`src/bp_pkg.sv`:
```
/*
 * branch prediction package
 * shared address width, instruction class and opcode encodings, and
 * the structs passed between predecode, return stack and next-pc select
 */
package bp_pkg;

    // rv32 only, decode rules assume 32-bit instructions
    localparam int XLEN = 32;

    //////////////////////////////////////////////////////////////////////
    // encodings
    //////////////////////////////////////////////////////////////////////

    // predecode result class
    typedef enum logic [2:0] {
        class_none,
        class_call,
        class_return,
        class_jump,
        class_branch
    } inst_class_e;

    // major opcodes of interest, inst[6:0]
    typedef enum logic [6:0] {
        op_branch = 7'b1100011,
        op_jalr   = 7'b1100111,
        op_jal    = 7'b1101111
    } opcode_e;

    //////////////////////////////////////////////////////////////////////
    // structs
    //////////////////////////////////////////////////////////////////////

    // predecode output, to stack and selector
    typedef struct packed {
        inst_class_e     cls;
        logic [XLEN-1:0] target;
        // branch immediate negative
        logic            backward;
    } predecode_t;

    // resolve stage correction
    typedef struct packed {
        logic            valid;
        logic [XLEN-1:0] target;
    } redirect_t;

    // stack prediction for a return
    typedef struct packed {
        logic            valid;
        logic [XLEN-1:0] addr;
    } ras_pred_t;

endpackage
```
`src/fetch_predict_top.sv`:
```
/*
 * fetch prediction top
 * predecode, return address stack and next-pc select for an rv32
 * fetch stage
 */
`timescale 1ns/10ps

module fetch_predict_top #(
    parameter int                      RAS_DEPTH = 8,
    parameter logic [bp_pkg::XLEN-1:0] RESET_PC  = 32'h0000_1000
) (
    input  logic                    clock,
    input  logic                    reset,
    input  logic [bp_pkg::XLEN-1:0] inst,
    input  logic                    inst_valid,
    input  logic                    stall,
    input  bp_pkg::redirect_t       redirect,
    output logic [bp_pkg::XLEN-1:0] pc,
    output logic [bp_pkg::XLEN-1:0] next_pc
);
    import bp_pkg::*;

    // decode result, shared by stack and selector
    predecode_t pd;
    // stack prediction for returns
    ras_pred_t  ras;

    //////////////////////////////////////////////////////////////////////
    // decode, stack, select
    //////////////////////////////////////////////////////////////////////

    inst_predecode i_predecode (
        .pc         (pc),
        .inst       (inst),
        .inst_valid (inst_valid),
        .pd         (pd)
    );

    // a redirect squashes the stack
    return_stack #(
        .RAS_DEPTH (RAS_DEPTH)
    ) i_stack (
        .clock  (clock),
        .reset  (reset),
        .squash (redirect.valid),
        .stall  (stall),
        .pc     (pc),
        .pd     (pd),
        .ras    (ras)
    );

    next_pc_select #(
        .RESET_PC (RESET_PC)
    ) i_select (
        .clock    (clock),
        .reset    (reset),
        .stall    (stall),
        .pd       (pd),
        .ras      (ras),
        .redirect (redirect),
        .pc       (pc),
        .next_pc  (next_pc)
    );

endmodule

```
`src/next_pc_select.sv`:
```
/*
 * next-pc select
 * priority mux of redirect, stack prediction, direct target and
 * static branch direction, plus the fetch pc register
 */
`timescale 1ns/10ps

module next_pc_select #(
    parameter logic [bp_pkg::XLEN-1:0] RESET_PC = 32'h0000_1000
) (
    input  logic                    clock,
    input  logic                    reset,
    input  logic                    stall,
    input  bp_pkg::predecode_t      pd,
    input  bp_pkg::ras_pred_t       ras,
    input  bp_pkg::redirect_t       redirect,
    output logic [bp_pkg::XLEN-1:0] pc,
    output logic [bp_pkg::XLEN-1:0] next_pc
);
    import bp_pkg::*;

    // which source feeds next_pc
    typedef enum logic [1:0] {
        sel_seq,
        sel_redirect,
        sel_ras,
        sel_target
    } sel_src_e;

    sel_src_e        sel_src;
    logic [XLEN-1:0] seq_pc;

    assign seq_pc = pc + 32'd4;

    //////////////////////////////////////////////////////////////////////
    // source priority
    //////////////////////////////////////////////////////////////////////

    always_comb begin
        sel_src = sel_seq;
        if (redirect.valid) begin
            // resolve stage always wins
            sel_src = sel_redirect;
        end else if ((pd.cls == class_return) && ras.valid) begin
            sel_src = sel_ras;
        end else if ((pd.cls == class_call) || (pd.cls == class_jump)) begin
            sel_src = sel_target;
        end else if ((pd.cls == class_branch) && pd.backward) begin
            // backward taken, forward not taken
            sel_src = sel_target;
        end
    end

    always_comb begin
        case (sel_src)
            sel_redirect: next_pc = redirect.target;
            sel_ras:      next_pc = ras.addr;
            sel_target:   next_pc = pd.target;
            default:      next_pc = seq_pc;
        endcase
    end

    //////////////////////////////////////////////////////////////////////
    // fetch pc register
    //////////////////////////////////////////////////////////////////////

    // redirect loads even through a stall
    always_ff @(posedge clock) begin
        if (reset) begin
            pc <= RESET_PC;
        end else if (redirect.valid || !stall) begin
            pc <= next_pc;
        end
    end

    // word aligned fetch, no compressed support
    a_pc_aligned: assert property (
        @(posedge clock) disable iff (reset)
        pc[1:0] == 2'b00
    ) else $error("fetch pc misaligned");

endmodule

```
`src/return_stack.sv`:
```
/*
 * return address stack
 * circular stack of return addresses with saturating count, cleared
 * by squash, with a fallback register holding the last pushed address
 */
`timescale 1ns/10ps

module return_stack #(
    parameter int RAS_DEPTH = 8
) (
    input  logic                    clock,
    input  logic                    reset,
    input  logic                    squash,
    input  logic                    stall,
    input  logic [bp_pkg::XLEN-1:0] pc,
    input  bp_pkg::predecode_t      pd,
    output bp_pkg::ras_pred_t       ras
);
    import bp_pkg::*;

    localparam int PTR_W = $clog2(RAS_DEPTH);
    localparam int CNT_W = $clog2(RAS_DEPTH + 1);
    localparam logic [CNT_W-1:0] CNT_MAX = CNT_W'(RAS_DEPTH);

    logic [XLEN-1:0]  entries [RAS_DEPTH];
    logic [PTR_W-1:0] top_ptr;
    logic [PTR_W-1:0] wr_ptr;
    logic [CNT_W-1:0] count;
    // last pushed address, survives squash
    logic [XLEN-1:0]  fallback;
    logic [XLEN-1:0]  ret_addr;
    logic             push;
    logic             pop;
    logic             not_empty;

    //////////////////////////////////////////////////////////////////////
    // push and pop strobes
    //////////////////////////////////////////////////////////////////////

    assign ret_addr  = pc + 32'd4;
    assign not_empty = (count != '0);

    // squash and stall block both
    assign push = (pd.cls == class_call) && !stall && !squash;
    assign pop  = (pd.cls == class_return) && !stall && !squash && not_empty;

    //////////////////////////////////////////////////////////////////////
    // stack state
    //////////////////////////////////////////////////////////////////////

    always_ff @(posedge clock) begin
        if (reset || squash) begin
            for (int i = 0; i < RAS_DEPTH; i++) begin
                entries[i] <= '0;
            end
            count   <= '0;
            top_ptr <= '0;
            wr_ptr  <= '0;
            // only a real reset drops the fallback
            if (reset) begin
                fallback <= '0;
            end
        end else if (push) begin
            entries[wr_ptr] <= ret_addr;
            top_ptr         <= wr_ptr;
            // wraps onto the oldest entry when full
            wr_ptr          <= wr_ptr + 1'b1;
            fallback        <= ret_addr;
            if (count != CNT_MAX) begin
                count <= count + 1'b1;
            end
        end else if (pop) begin
            wr_ptr  <= top_ptr;
            top_ptr <= top_ptr - 1'b1;
            count   <= count - 1'b1;
        end
    end

    //////////////////////////////////////////////////////////////////////
    // prediction
    //////////////////////////////////////////////////////////////////////

    // empty stack falls back to the last pushed address
    assign ras.addr  = not_empty ? entries[top_ptr] : fallback;
    assign ras.valid = (pd.cls == class_return) && (not_empty || (fallback != '0));

    // count saturates, never runs past the entry array
    a_count_bound: assert property (
        @(posedge clock) disable iff (reset)
        count <= CNT_MAX
    ) else $error("return stack count above depth");

    // class is one-hot in effect, so never both in a cycle
    a_push_pop_excl: assert property (
        @(posedge clock) disable iff (reset)
        !(push && pop)
    ) else $error("return stack push and pop together");

endmodule

```
`src/inst_predecode.sv`:
```
/*
 * instruction predecode
 * classifies the fetched instruction as call, return, jump or branch
 * and computes the pc-relative target of jal and conditional branches
 */
`timescale 1ns/10ps

module inst_predecode (
    input  logic [bp_pkg::XLEN-1:0] pc,
    input  logic [bp_pkg::XLEN-1:0] inst,
    input  logic                    inst_valid,
    output bp_pkg::predecode_t      pd
);
    import bp_pkg::*;

    opcode_e         op;
    logic [4:0]      rd;
    logic [4:0]      rs1;
    logic            rd_link;
    logic            rs1_link;
    logic [XLEN-1:0] j_imm;
    logic [XLEN-1:0] b_imm;
    logic [XLEN-1:0] seq_pc;

    //////////////////////////////////////////////////////////////////////
    // field extraction
    //////////////////////////////////////////////////////////////////////

    assign op  = opcode_e'(inst[6:0]);
    assign rd  = inst[11:7];
    assign rs1 = inst[19:15];

    // x1 (ra) and x5 (t0) are the link registers
    assign rd_link  = (rd == 5'd1) || (rd == 5'd5);
    assign rs1_link = (rs1 == 5'd1) || (rs1 == 5'd5);

    // j-type immediate, bit 0 implied zero
    assign j_imm = {{12{inst[31]}}, inst[19:12], inst[20], inst[30:21], 1'b0};

    // b-type immediate, bit 0 implied zero
    assign b_imm = {{20{inst[31]}}, inst[7], inst[30:25], inst[11:8], 1'b0};

    assign seq_pc = pc + 32'd4;

    //////////////////////////////////////////////////////////////////////
    // classification
    //////////////////////////////////////////////////////////////////////

    always_comb begin
        // default is sequential, no control flow
        pd.cls      = class_none;
        pd.target   = seq_pc;
        pd.backward = 1'b0;
        if (inst_valid) begin
            case (op)
                op_jal: begin
                    // jal to a link register is a call
                    pd.cls    = rd_link ? class_call : class_jump;
                    pd.target = pc + j_imm;
                end
                op_jalr: begin
                    // register target unknown here, target stays pc+4
                    if (rd_link) begin
                        pd.cls = class_call;
                    end else if ((rd == 5'd0) && rs1_link) begin
                        pd.cls = class_return;
                    end
                end
                op_branch: begin
                    pd.cls      = class_branch;
                    pd.target   = pc + b_imm;
                    // sign bit decides static direction
                    pd.backward = b_imm[XLEN-1];
                end
                default: begin
                    pd.cls = class_none;
                end
            endcase
        end
    end

endmodule

```
`config.mk`:
```
export PLATFORM = sky130hd
export DESIGN_NAME = fetch_predict_top
export DESIGN_NICKNAME = d
export VERILOG_FILES = /design/src/bp_pkg.sv /design/src/fetch_predict_top.sv /design/src/next_pc_select.sv /design/src/return_stack.sv /design/src/inst_predecode.sv
export SDC_FILE = /design/constraint.sdc
export NUM_CORES = 1
export LEC_CHECK = 0
export BUFFER_PORTS_ARGS = -buffer_cell sky130_fd_sc_hd__buf_2
export CORE_MARGIN = 8
export CORE_UTILIZATION = 55
export CTS_CLUSTER_DIAMETER = 40
export DETAILED_ROUTE_END_ITERATION = 10
export GPL_TIMING_DRIVEN = 0
export PLACE_DENSITY = 0.78
export REMOVE_ABC_BUFFERS = 1
export SLEW_MARGIN = 20
export SYNTH_ARGS = -nofsm -noshare
export SYNTH_HDL_FRONTEND = slang
export SYNTH_SLANG_ARGS = --single-unit
export TNS_END_PERCENT = 5
```
`constraint.sdc`:
```
create_clock -name clock -period 3.1 [get_ports clock]
set_input_delay 0 -clock clock [delete_from_list [all_inputs] [get_ports clock]]
set_output_delay 0 -clock clock [all_outputs]
set_load 0.05 [all_outputs]
```
# Yosys cells after proc, flatten, opt, wreduce, memory -nomap -nowiden
# Memories as Yosys holds them, arrays and structs flattened. A register that Yosys moved wholly into a read port is not among the register bits.
# Index checks and enable logic that the tools add are counted.
[classes] n_addsub=7 n_eq_ne=17 muxes=33 n_reduce_logical=25
[ops] op="$mux 32" count=5
[ops] op="$pmux 32 s3" count=1
[ops] op="$add 32x32->32" count=2
[ops] op="$pmux 32 s2" count=1
[ops] op="$mux 36" count=1
[ops] op="$add 32x3->32 const B" count=1
[ops] op="$reduce_bool 32->1" count=1
[ops] op="$reduce_or 32->1" count=1
[ops] op="$eq 7x7->1 const B" count=3
[ops] op="$mux 3" count=7
[ops] op="$mux 2" count=7
[ops] op="$mux 4" count=3
[ops] op="$eq 5x1->1 const B" count=2
[ops] op="$eq 5x3->1 const B" count=2
[ops] op="$logic_and 1x1->1" count=9
[ops] op="$pmux 3 s3" count=1
[ops] op="$mux 1" count=7
[ops] op="$eq 3x2->1 const B" count=2
[ops] op="$logic_or 1x1->1" count=6
[ops] op="$logic_not 5->1" count=1
[ops] op="$add 4x1->4 const B" count=1
[ops] op="$eq 2x2->1 const B" count=2
[ops] op="$ne 2x2->1 const B" count=2
[ops] op="$ne 4x4->1 const B" count=1
[ops] op="10 further kinds" count=13
[word_totals] reg_bits=74 ramBits=256 elab_cells=88 memories=1
[mem_list] memory="i_stack.entries" depth=8 word_bits=32 rd=1 rd_clocked_by_memory_dff=1 write_ports=8 line="return_stack.sv:25" rtl="logic [XLEN-1:0] entries [RAS_DEPTH];"

# Depth between registers and ports, before layout
[logic_depth] ltp_word=15 depth_mapped=15

# Modules after synthesis
# Synthesis repeated with hierarchy kept, for this count alone.
[unflattened] cells_unflattened=1761 hier_area_um2=19060.8
[modules_own_cells] mod="return_stack" instances=1 cells_per_inst=989 area_each_um2=13490.4 seq_area_each_um2=8908.5
[modules_own_cells] mod="next_pc_select" instances=1 cells_per_inst=362 area_each_um2=2915.3 seq_area_each_um2=640.6
[modules_own_cells] mod="inst_predecode" instances=1 cells_per_inst=410 area_each_um2=2655.0 seq_area_each_um2=0.0

# Least setup slack after synthesis
# OpenSTA, ideal clock, no wires.
[synth_path] path_type="input-to-reg" start="input inst[1] (netlist name)" end="register i_select.pc[28] (netlist name)" arrival_ns=3.807 required_ns=3.038 slack_ns=-0.769 cell_stages=14 path_buffers=1 cell_sequence="nand2_1 nor3_1 nand2_1 clkbuf_1 mux2_2 ha_1 nand2_1 o21ai_1 nor4b_1 o2111ai_1 nand4_1 a21oi_1 o31ai_1 o21ba_2"
[synth_between] elab_chain_len=11 word_cells_on_any_way=23 classes_between="eq/ne: 10; mux: 9; reduce/logical: 4"
[synth_lines] element="from (decl)" line="fetch_predict_top.sv:14" rtl="input logic [bp_pkg::XLEN-1:0] inst,"
[synth_lines] element="$eq 7x7->1" line="inst_predecode.sv:55" rtl="case (op)"
[synth_lines] element="$pmux 3 s3" line="inst_predecode.sv:55"
[synth_lines] element="$mux 36 (*)" line="inst_predecode.sv:54" rtl="if (inst_valid) begin"
[synth_lines] element="$eq 3x3->1" line="next_pc_select.sv:48" rtl="end else if ((pd.cls == class_branch) && pd.backward) begin"
[synth_lines] element="$logic_and 1x1->1" line="next_pc_select.sv:48"
[synth_lines] element="$mux 2" line="next_pc_select.sv:48"
[synth_lines] element="$mux 2" line="next_pc_select.sv:46" rtl="end else if ((pd.cls == class_call) || (pd.cls == class_jump)) begin"
[synth_lines] element="$mux 2" line="next_pc_select.sv:44" rtl="end else if ((pd.cls == class_return) && ras.valid) begin"
[synth_lines] element="$mux 2" line="next_pc_select.sv:41" rtl="if (redirect.valid) begin"
[synth_lines] element="$eq 2x2->1 / $eq 2x1->1 (equally long branches)" line="next_pc_select.sv:55" rtl="case (sel_src)"
[synth_lines] element="$pmux 32 s3 (*)" line="next_pc_select.sv:55"
[synth_lines] element="net next_pc (one bit)" line="fetch_predict_top.sv:19" rtl="output logic [bp_pkg::XLEN-1:0] next_pc"
[synth_lines] element="to (signal assigned)" line="next_pc_select.sv:72" rtl="pc <= next_pc;"
[synth_lines] element="to (decl)" line="next_pc_select.sv:17" rtl="output logic [bp_pkg::XLEN-1:0] pc,"
# Mark *: on every way through the listed nets, which the timed path passes. The rest lies on a longest branch.
# A chain may end at the register's enable or synchronous reset.

# Worst setup path in the final report
[layout_path] start="register i_stack.fallback[16]" end="output next_pc[25] (netlist name)"
[layout_between] elab_chain_len=8 word_cells_on_any_way=10 classes_between="eq/ne: 3; mux: 3; reduce/logical: 4"
[layout_lines] element="from (decl)" line="return_stack.sv:30" rtl="logic [XLEN-1:0] fallback;"
[layout_lines] element="from (signal assigned)" line="return_stack.sv:68" rtl="fallback <= ret_addr;"
[layout_lines] element="$reduce_bool 32->1 (*)" line="return_stack.sv:85" rtl="assign ras.valid = (pd.cls == class_return) && (not_empty || (fallback != '0));"
[layout_lines] element="$logic_or 1x1->1 (*)" line="return_stack.sv:85"
[layout_lines] element="$logic_and 1x1->1 (*)" line="return_stack.sv:85"
[layout_lines] element="$logic_and 1x1->1 (*)" line="next_pc_select.sv:44"
[layout_lines] element="$mux 2 (*)" line="next_pc_select.sv:44"
[layout_lines] element="$mux 2 (*)" line="next_pc_select.sv:41"
[layout_lines] element="$eq 2x2->1 / $eq 2x1->1 (equally long branches)" line="next_pc_select.sv:55"
[layout_lines] element="$pmux 32 s3 (*)" line="next_pc_select.sv:55"
[layout_lines] element="to (decl)" line="fetch_predict_top.sv:19"
# Mark *: on every way between the ends. The rest lies on a longest branch, timed or not.

==> summary.txt <==
CTS
  • Clock sink total: between 300 and 400
  • CTS tree: built
  • Reg clk slew, reported paths: approximately 50 ps
  • CTS Buf Count: 40
  • Clk buf depth: 3
  • Clk_lat worst skew: between 500 and 600 ps
  • # H-tree levels: 2
  • Root Driver: clkbuf_16

Run
  • Max-cap check violation count: 0

Setup path
  • Crit-path cells: nor4_4 > nand4_1 > buf_6 > or4_4 > and4_4 > nand2_4 > o21ai_0 > o21ai_0 > nor2_1 > buf_6
  • Cell count of the worst reg-to-reg path: 13
  • Register-to-register setup slack: -70 ps
  • Slowest cell on crit path: or4_4
  • Startpoint Class: flop
  • FF-to-FF End: i_select.pc[25]$_SDFFE_PP0P_
  • CP max stage delay: about 520 ps
  • Max FO, Critical Path: 4
  • Crit Path Class: reg -> out
  • CP required: about 3100 ps
  • Worst setup EP type: primary output
  • Worst Path Arrival: ~3300 ps
  • Worst R2R Start: i_select.pc[14]$_SDFFE_PP0P_

Global route
  • Met3 Use GR: just under 7%
  • GR Util met1: between 30% and 40%
  • Vias in the first global route: between 10000 and 15000
  • Initial antenna violation count: 1
  • All-layer global routing usage: 29.40%
  • Met2 GRT Util: between 40% and 50%
  • Grt ovf: 0
  • Pin count of the biggest net entering global routing: 42
  • Gr busiest metal: met2
  • First-pass GRT wire length: between 80000 and 90000 um

Synth
  • Yosys reg bits: ~330
  • Post-synthesis compound-gate area fraction: 10.83%
  • Post-synthesis cell count: about 1500
  • EDFF count, synth: around 290
  • Ys async rst share: 0%
  • Post-synth top area share: around half
  • Largest family of logic cells by synthesized area: simple AND/OR/NAND/NOR gates
  • Most common cell in the synthesized netlist: nor2_1
  • Post-synth top flop: edfxtp_1
  • Yosys cell types: 86
  • Yosys warning count: 0
  • Xor/xnor cell area share of the yosys netlist: between 2 and 3%
  • Synth top cells by count: 362 x nor2_1, 288 x edfxtp_1, 110 x nand2_1
  • Mux cell area share after synthesis: between 10 and 15%
  • Post-Synth Simple-Gate Area: 15.51%
  • Synth Area in Adders: between 3 and 4%
  • Area leader, netlist: edfxtp_1
  • Synth area leaders: edfxtp_1 49%, mux4_2 8.2%, nor2_1 7.7%, dfxtp_1 5.1%, ha_1 2.8%
  • Netlist Area Pre-Place: approximately 18000 um2
  • Post-synthesis sequential area ratio: a little over half
  • Syn avg cell area: ~11 um2

Finish
  • Register Area: 9608 um2
  • Nets: between 1500 and 2000
  • Area Growth Syn to Fin: 25.68%
  • Multi-input logic area: roughly 8600 um2
  • Fill cells: roughly 1900
  • Fraction of layout cells with a size suffix above 1: 30.84%
  • Diode count: 0

Floorplanning
  • Horiz. Die Dim: approximately 190 um
  • # IOs: roughly 130
  • Die area: around 38000 um2
  • FP Rows: 65
  • Core ar.: 31470 um2
  • Initial Utilization: 55.78%
  • Die span in y: ~190 um

STA
  • Pins over their slew limit: 0
  • Rel. slew slack: a little over a quarter
  • Measured slew at the worst slew-check pin: 1091 ps
  • Setup Skew: 32.42 ps
  • Final setup TNS: -1253 ps
  • Final hold violation count: 0
  • Fmax: 0.3041 GHz
  • RSZ-0062 raised after global routing: true
  • Crit path time final: between 3000 and 4000 ps
  • Setup Viol. Count Final: 17
  • Setup slack after layout: -187.9 ps
  • Final Cycle Share: 106.1%

Route
  • WL final: approximately 57000 um
  • Final antenna-violating net count: 0
  • DR iter-0 viols: 2173
  • Post-route DRC violation count: 0
  • WL/cell: approximately 27 um
  • TritonRoute pass-1 iters: 7
  • Routed vias: about 15000
  • DR vias/cell: just under 7

Placed design
  • Hpwl dp: 35940 um
  • I/O Buffers: approximately 130
  • Worst slack, placed: -1023 ps
  • GP Congestion: between 0.9 and 1

Run status
  • Failing checks: negative setup slack
  • Status: finished with violations

Power
  • Psw: around 3100 uW
  • Worst vdd ir: 0.3575 mV
  • Pwr dens: 517.2 nW/um2
  • Sw Share: 27.21%
  • Power share of the clock group: 40.0%
  • Reg power frac: approximately 46%
  • Logic pwr share: 14.3%
  • Internal power: ~8300 uW
  • Tot Pwr: roughly 11000 uW
  • Leak Pwr: a little over 0.008 uW

Hold path
  • Worst hold path type: in -> reg
  • Hold endpoint: i_select.pc[15]$_SDFFE_PP0P_
  • HP Start: redirect[15]
  • Hold Path Depth: 4
timing repair:
| action | 4_1_cts | 5_1_grt |
|---|---|---|
| endpoints found under the hold margin | 22 | 0 |
| endpoints found under the setup margin | 352 | 164 |
| hold buffers | 20 | 0 |
| cloned | 1 | 0 |
| pin swaps | 44 | 23 |
| gates resized for setup | 178 | 73 |
| setup buffers | 49 | 5 |
kinds of logic after synthesis:
kind of cell	count (synthesis)
mux	111
xor+xnor	51
buf+inv	114
compound gates	277
simple gates	615
fa+ha+maj	41
flops	333
stage by stage:
step,cells,utilization [%],hold WS [ps],instance area (um2)
final,2156,70.11,21.59,22070
after detailed placement,2008,60.13,303.0,18920
after global placement,1983,58.23,295.0,18330
after CTS,2151,68.99,2.408,21710
after floorplan,1449,-,69.07,17160
after global routing,2156,70.11,33.85,22070
state kept, by name (all words and copies together), names as in the netlist, named ones only:
| name | cells |
|---|---|
| i_stack.count | 4 |
| i_stack.fallback | 32 |
| i_stack.wr_ptr | 3 |
| i_stack.entries | 256 |
| i_stack.top_ptr | 3 |
| i_select.pc | 32 |
routing by layer:
| layer | share of wire (%) | vias up |
|---|---|---|
| met5 | 0.023 | - |
| met4 | 5.6 | 2 |
| met3 | 12 | 280 |
| met2 | 48 | 1189 |
| met1 | 35 | 7073 |
| li1 | - | 6083 |
area by class of cell:
type | count | share of cell area (%)
Timing Repair Buffer | 231 | 8.931
Sequential cell | 333 | 43.54
Clock buffer | 48 | 4.672
Inverter | 21 | 0.3912
Multi-Input combinational cell | 1096 | 39.06
Tap cell | 402 | 2.279
Clock inverter | 25 | 1.123
cell usage in the layout (no fill, tap or decap), drive strengths merged, types with 4 or more instances in the layout:
cell / n
dlygate4sd3: 20
o21ai: 75
edfxtp: 288
mux2i: 39
clkbuf: 53
a22oi: 18
a2bb2oi: 4
nor4: 16
o211a: 5
or2: 4
dfxtp: 45
or3: 9
a21oi: 61
a211oi: 18
and4: 7
nor2b: 4
o21bai: 5
nand4: 19
a21o: 26
o211ai: 8
nor2: 362
a31oi: 13
mux2: 8
nand3: 26
and3: 17
clkinv: 15
inv: 23
nand2: 112
nor3: 19
nand2b: 7
clkinvlp: 5
o31ai: 8
ha: 39
mux4: 64
and2: 6
xor2: 25
buf: 206
xnor2: 26
critical path, delay by kind of cell (launching register included):
family,cells,cell delay [ps]
AND/OR/NAND/NOR,6,1480
buffers and inverters,2,340
flip-flops,1,430
AO/OA/AOI/OAI,2,490
worst max-delay path by stage:
stage	slack [ps]	startpoint	cells after the start	end
after global routing	-320	i_stack.fallback[16]$_SDFFCE_PP0P_	10	next_pc[25]
after CTS	-80	i_select.pc[15]$_SDFFE_PP0P_	10	next_pc[25]
after detailed placement	-1020	reset	9	i_stack.entries[6][31]$_SDFFCE_PN0P_
final	-190	i_stack.fallback[16]$_SDFFCE_PP0P_	10	next_pc[25]
after global placement	-3450	i_stack.count[0]$_SDFFE_PP0P_	5	i_select.pc[11]$_SDFFE_PP0P_
after floorplan	-2070	i_stack.count[0]$_SDFFE_PP0P_	5	i_select.pc[10]$_SDFFE_PP0P_
power by group through the flow:
| stage | Sequential, uW | Clock, uW | Combinational, uW |
|---|---|---|---|
| final | 5210 | 4560 | 1640 |
| after global routing | 5220 | 4730 | 1720 |
| after CTS | 5200 | 4550 | 1530 |
| after detailed placement | 5270 | 0 | 1310 |
| after global placement | 5270 | 0 | 1260 |
| after floorplan | 5330 | 0 | 783 |
No activity file was read; power rests on OpenSTA's default activity.
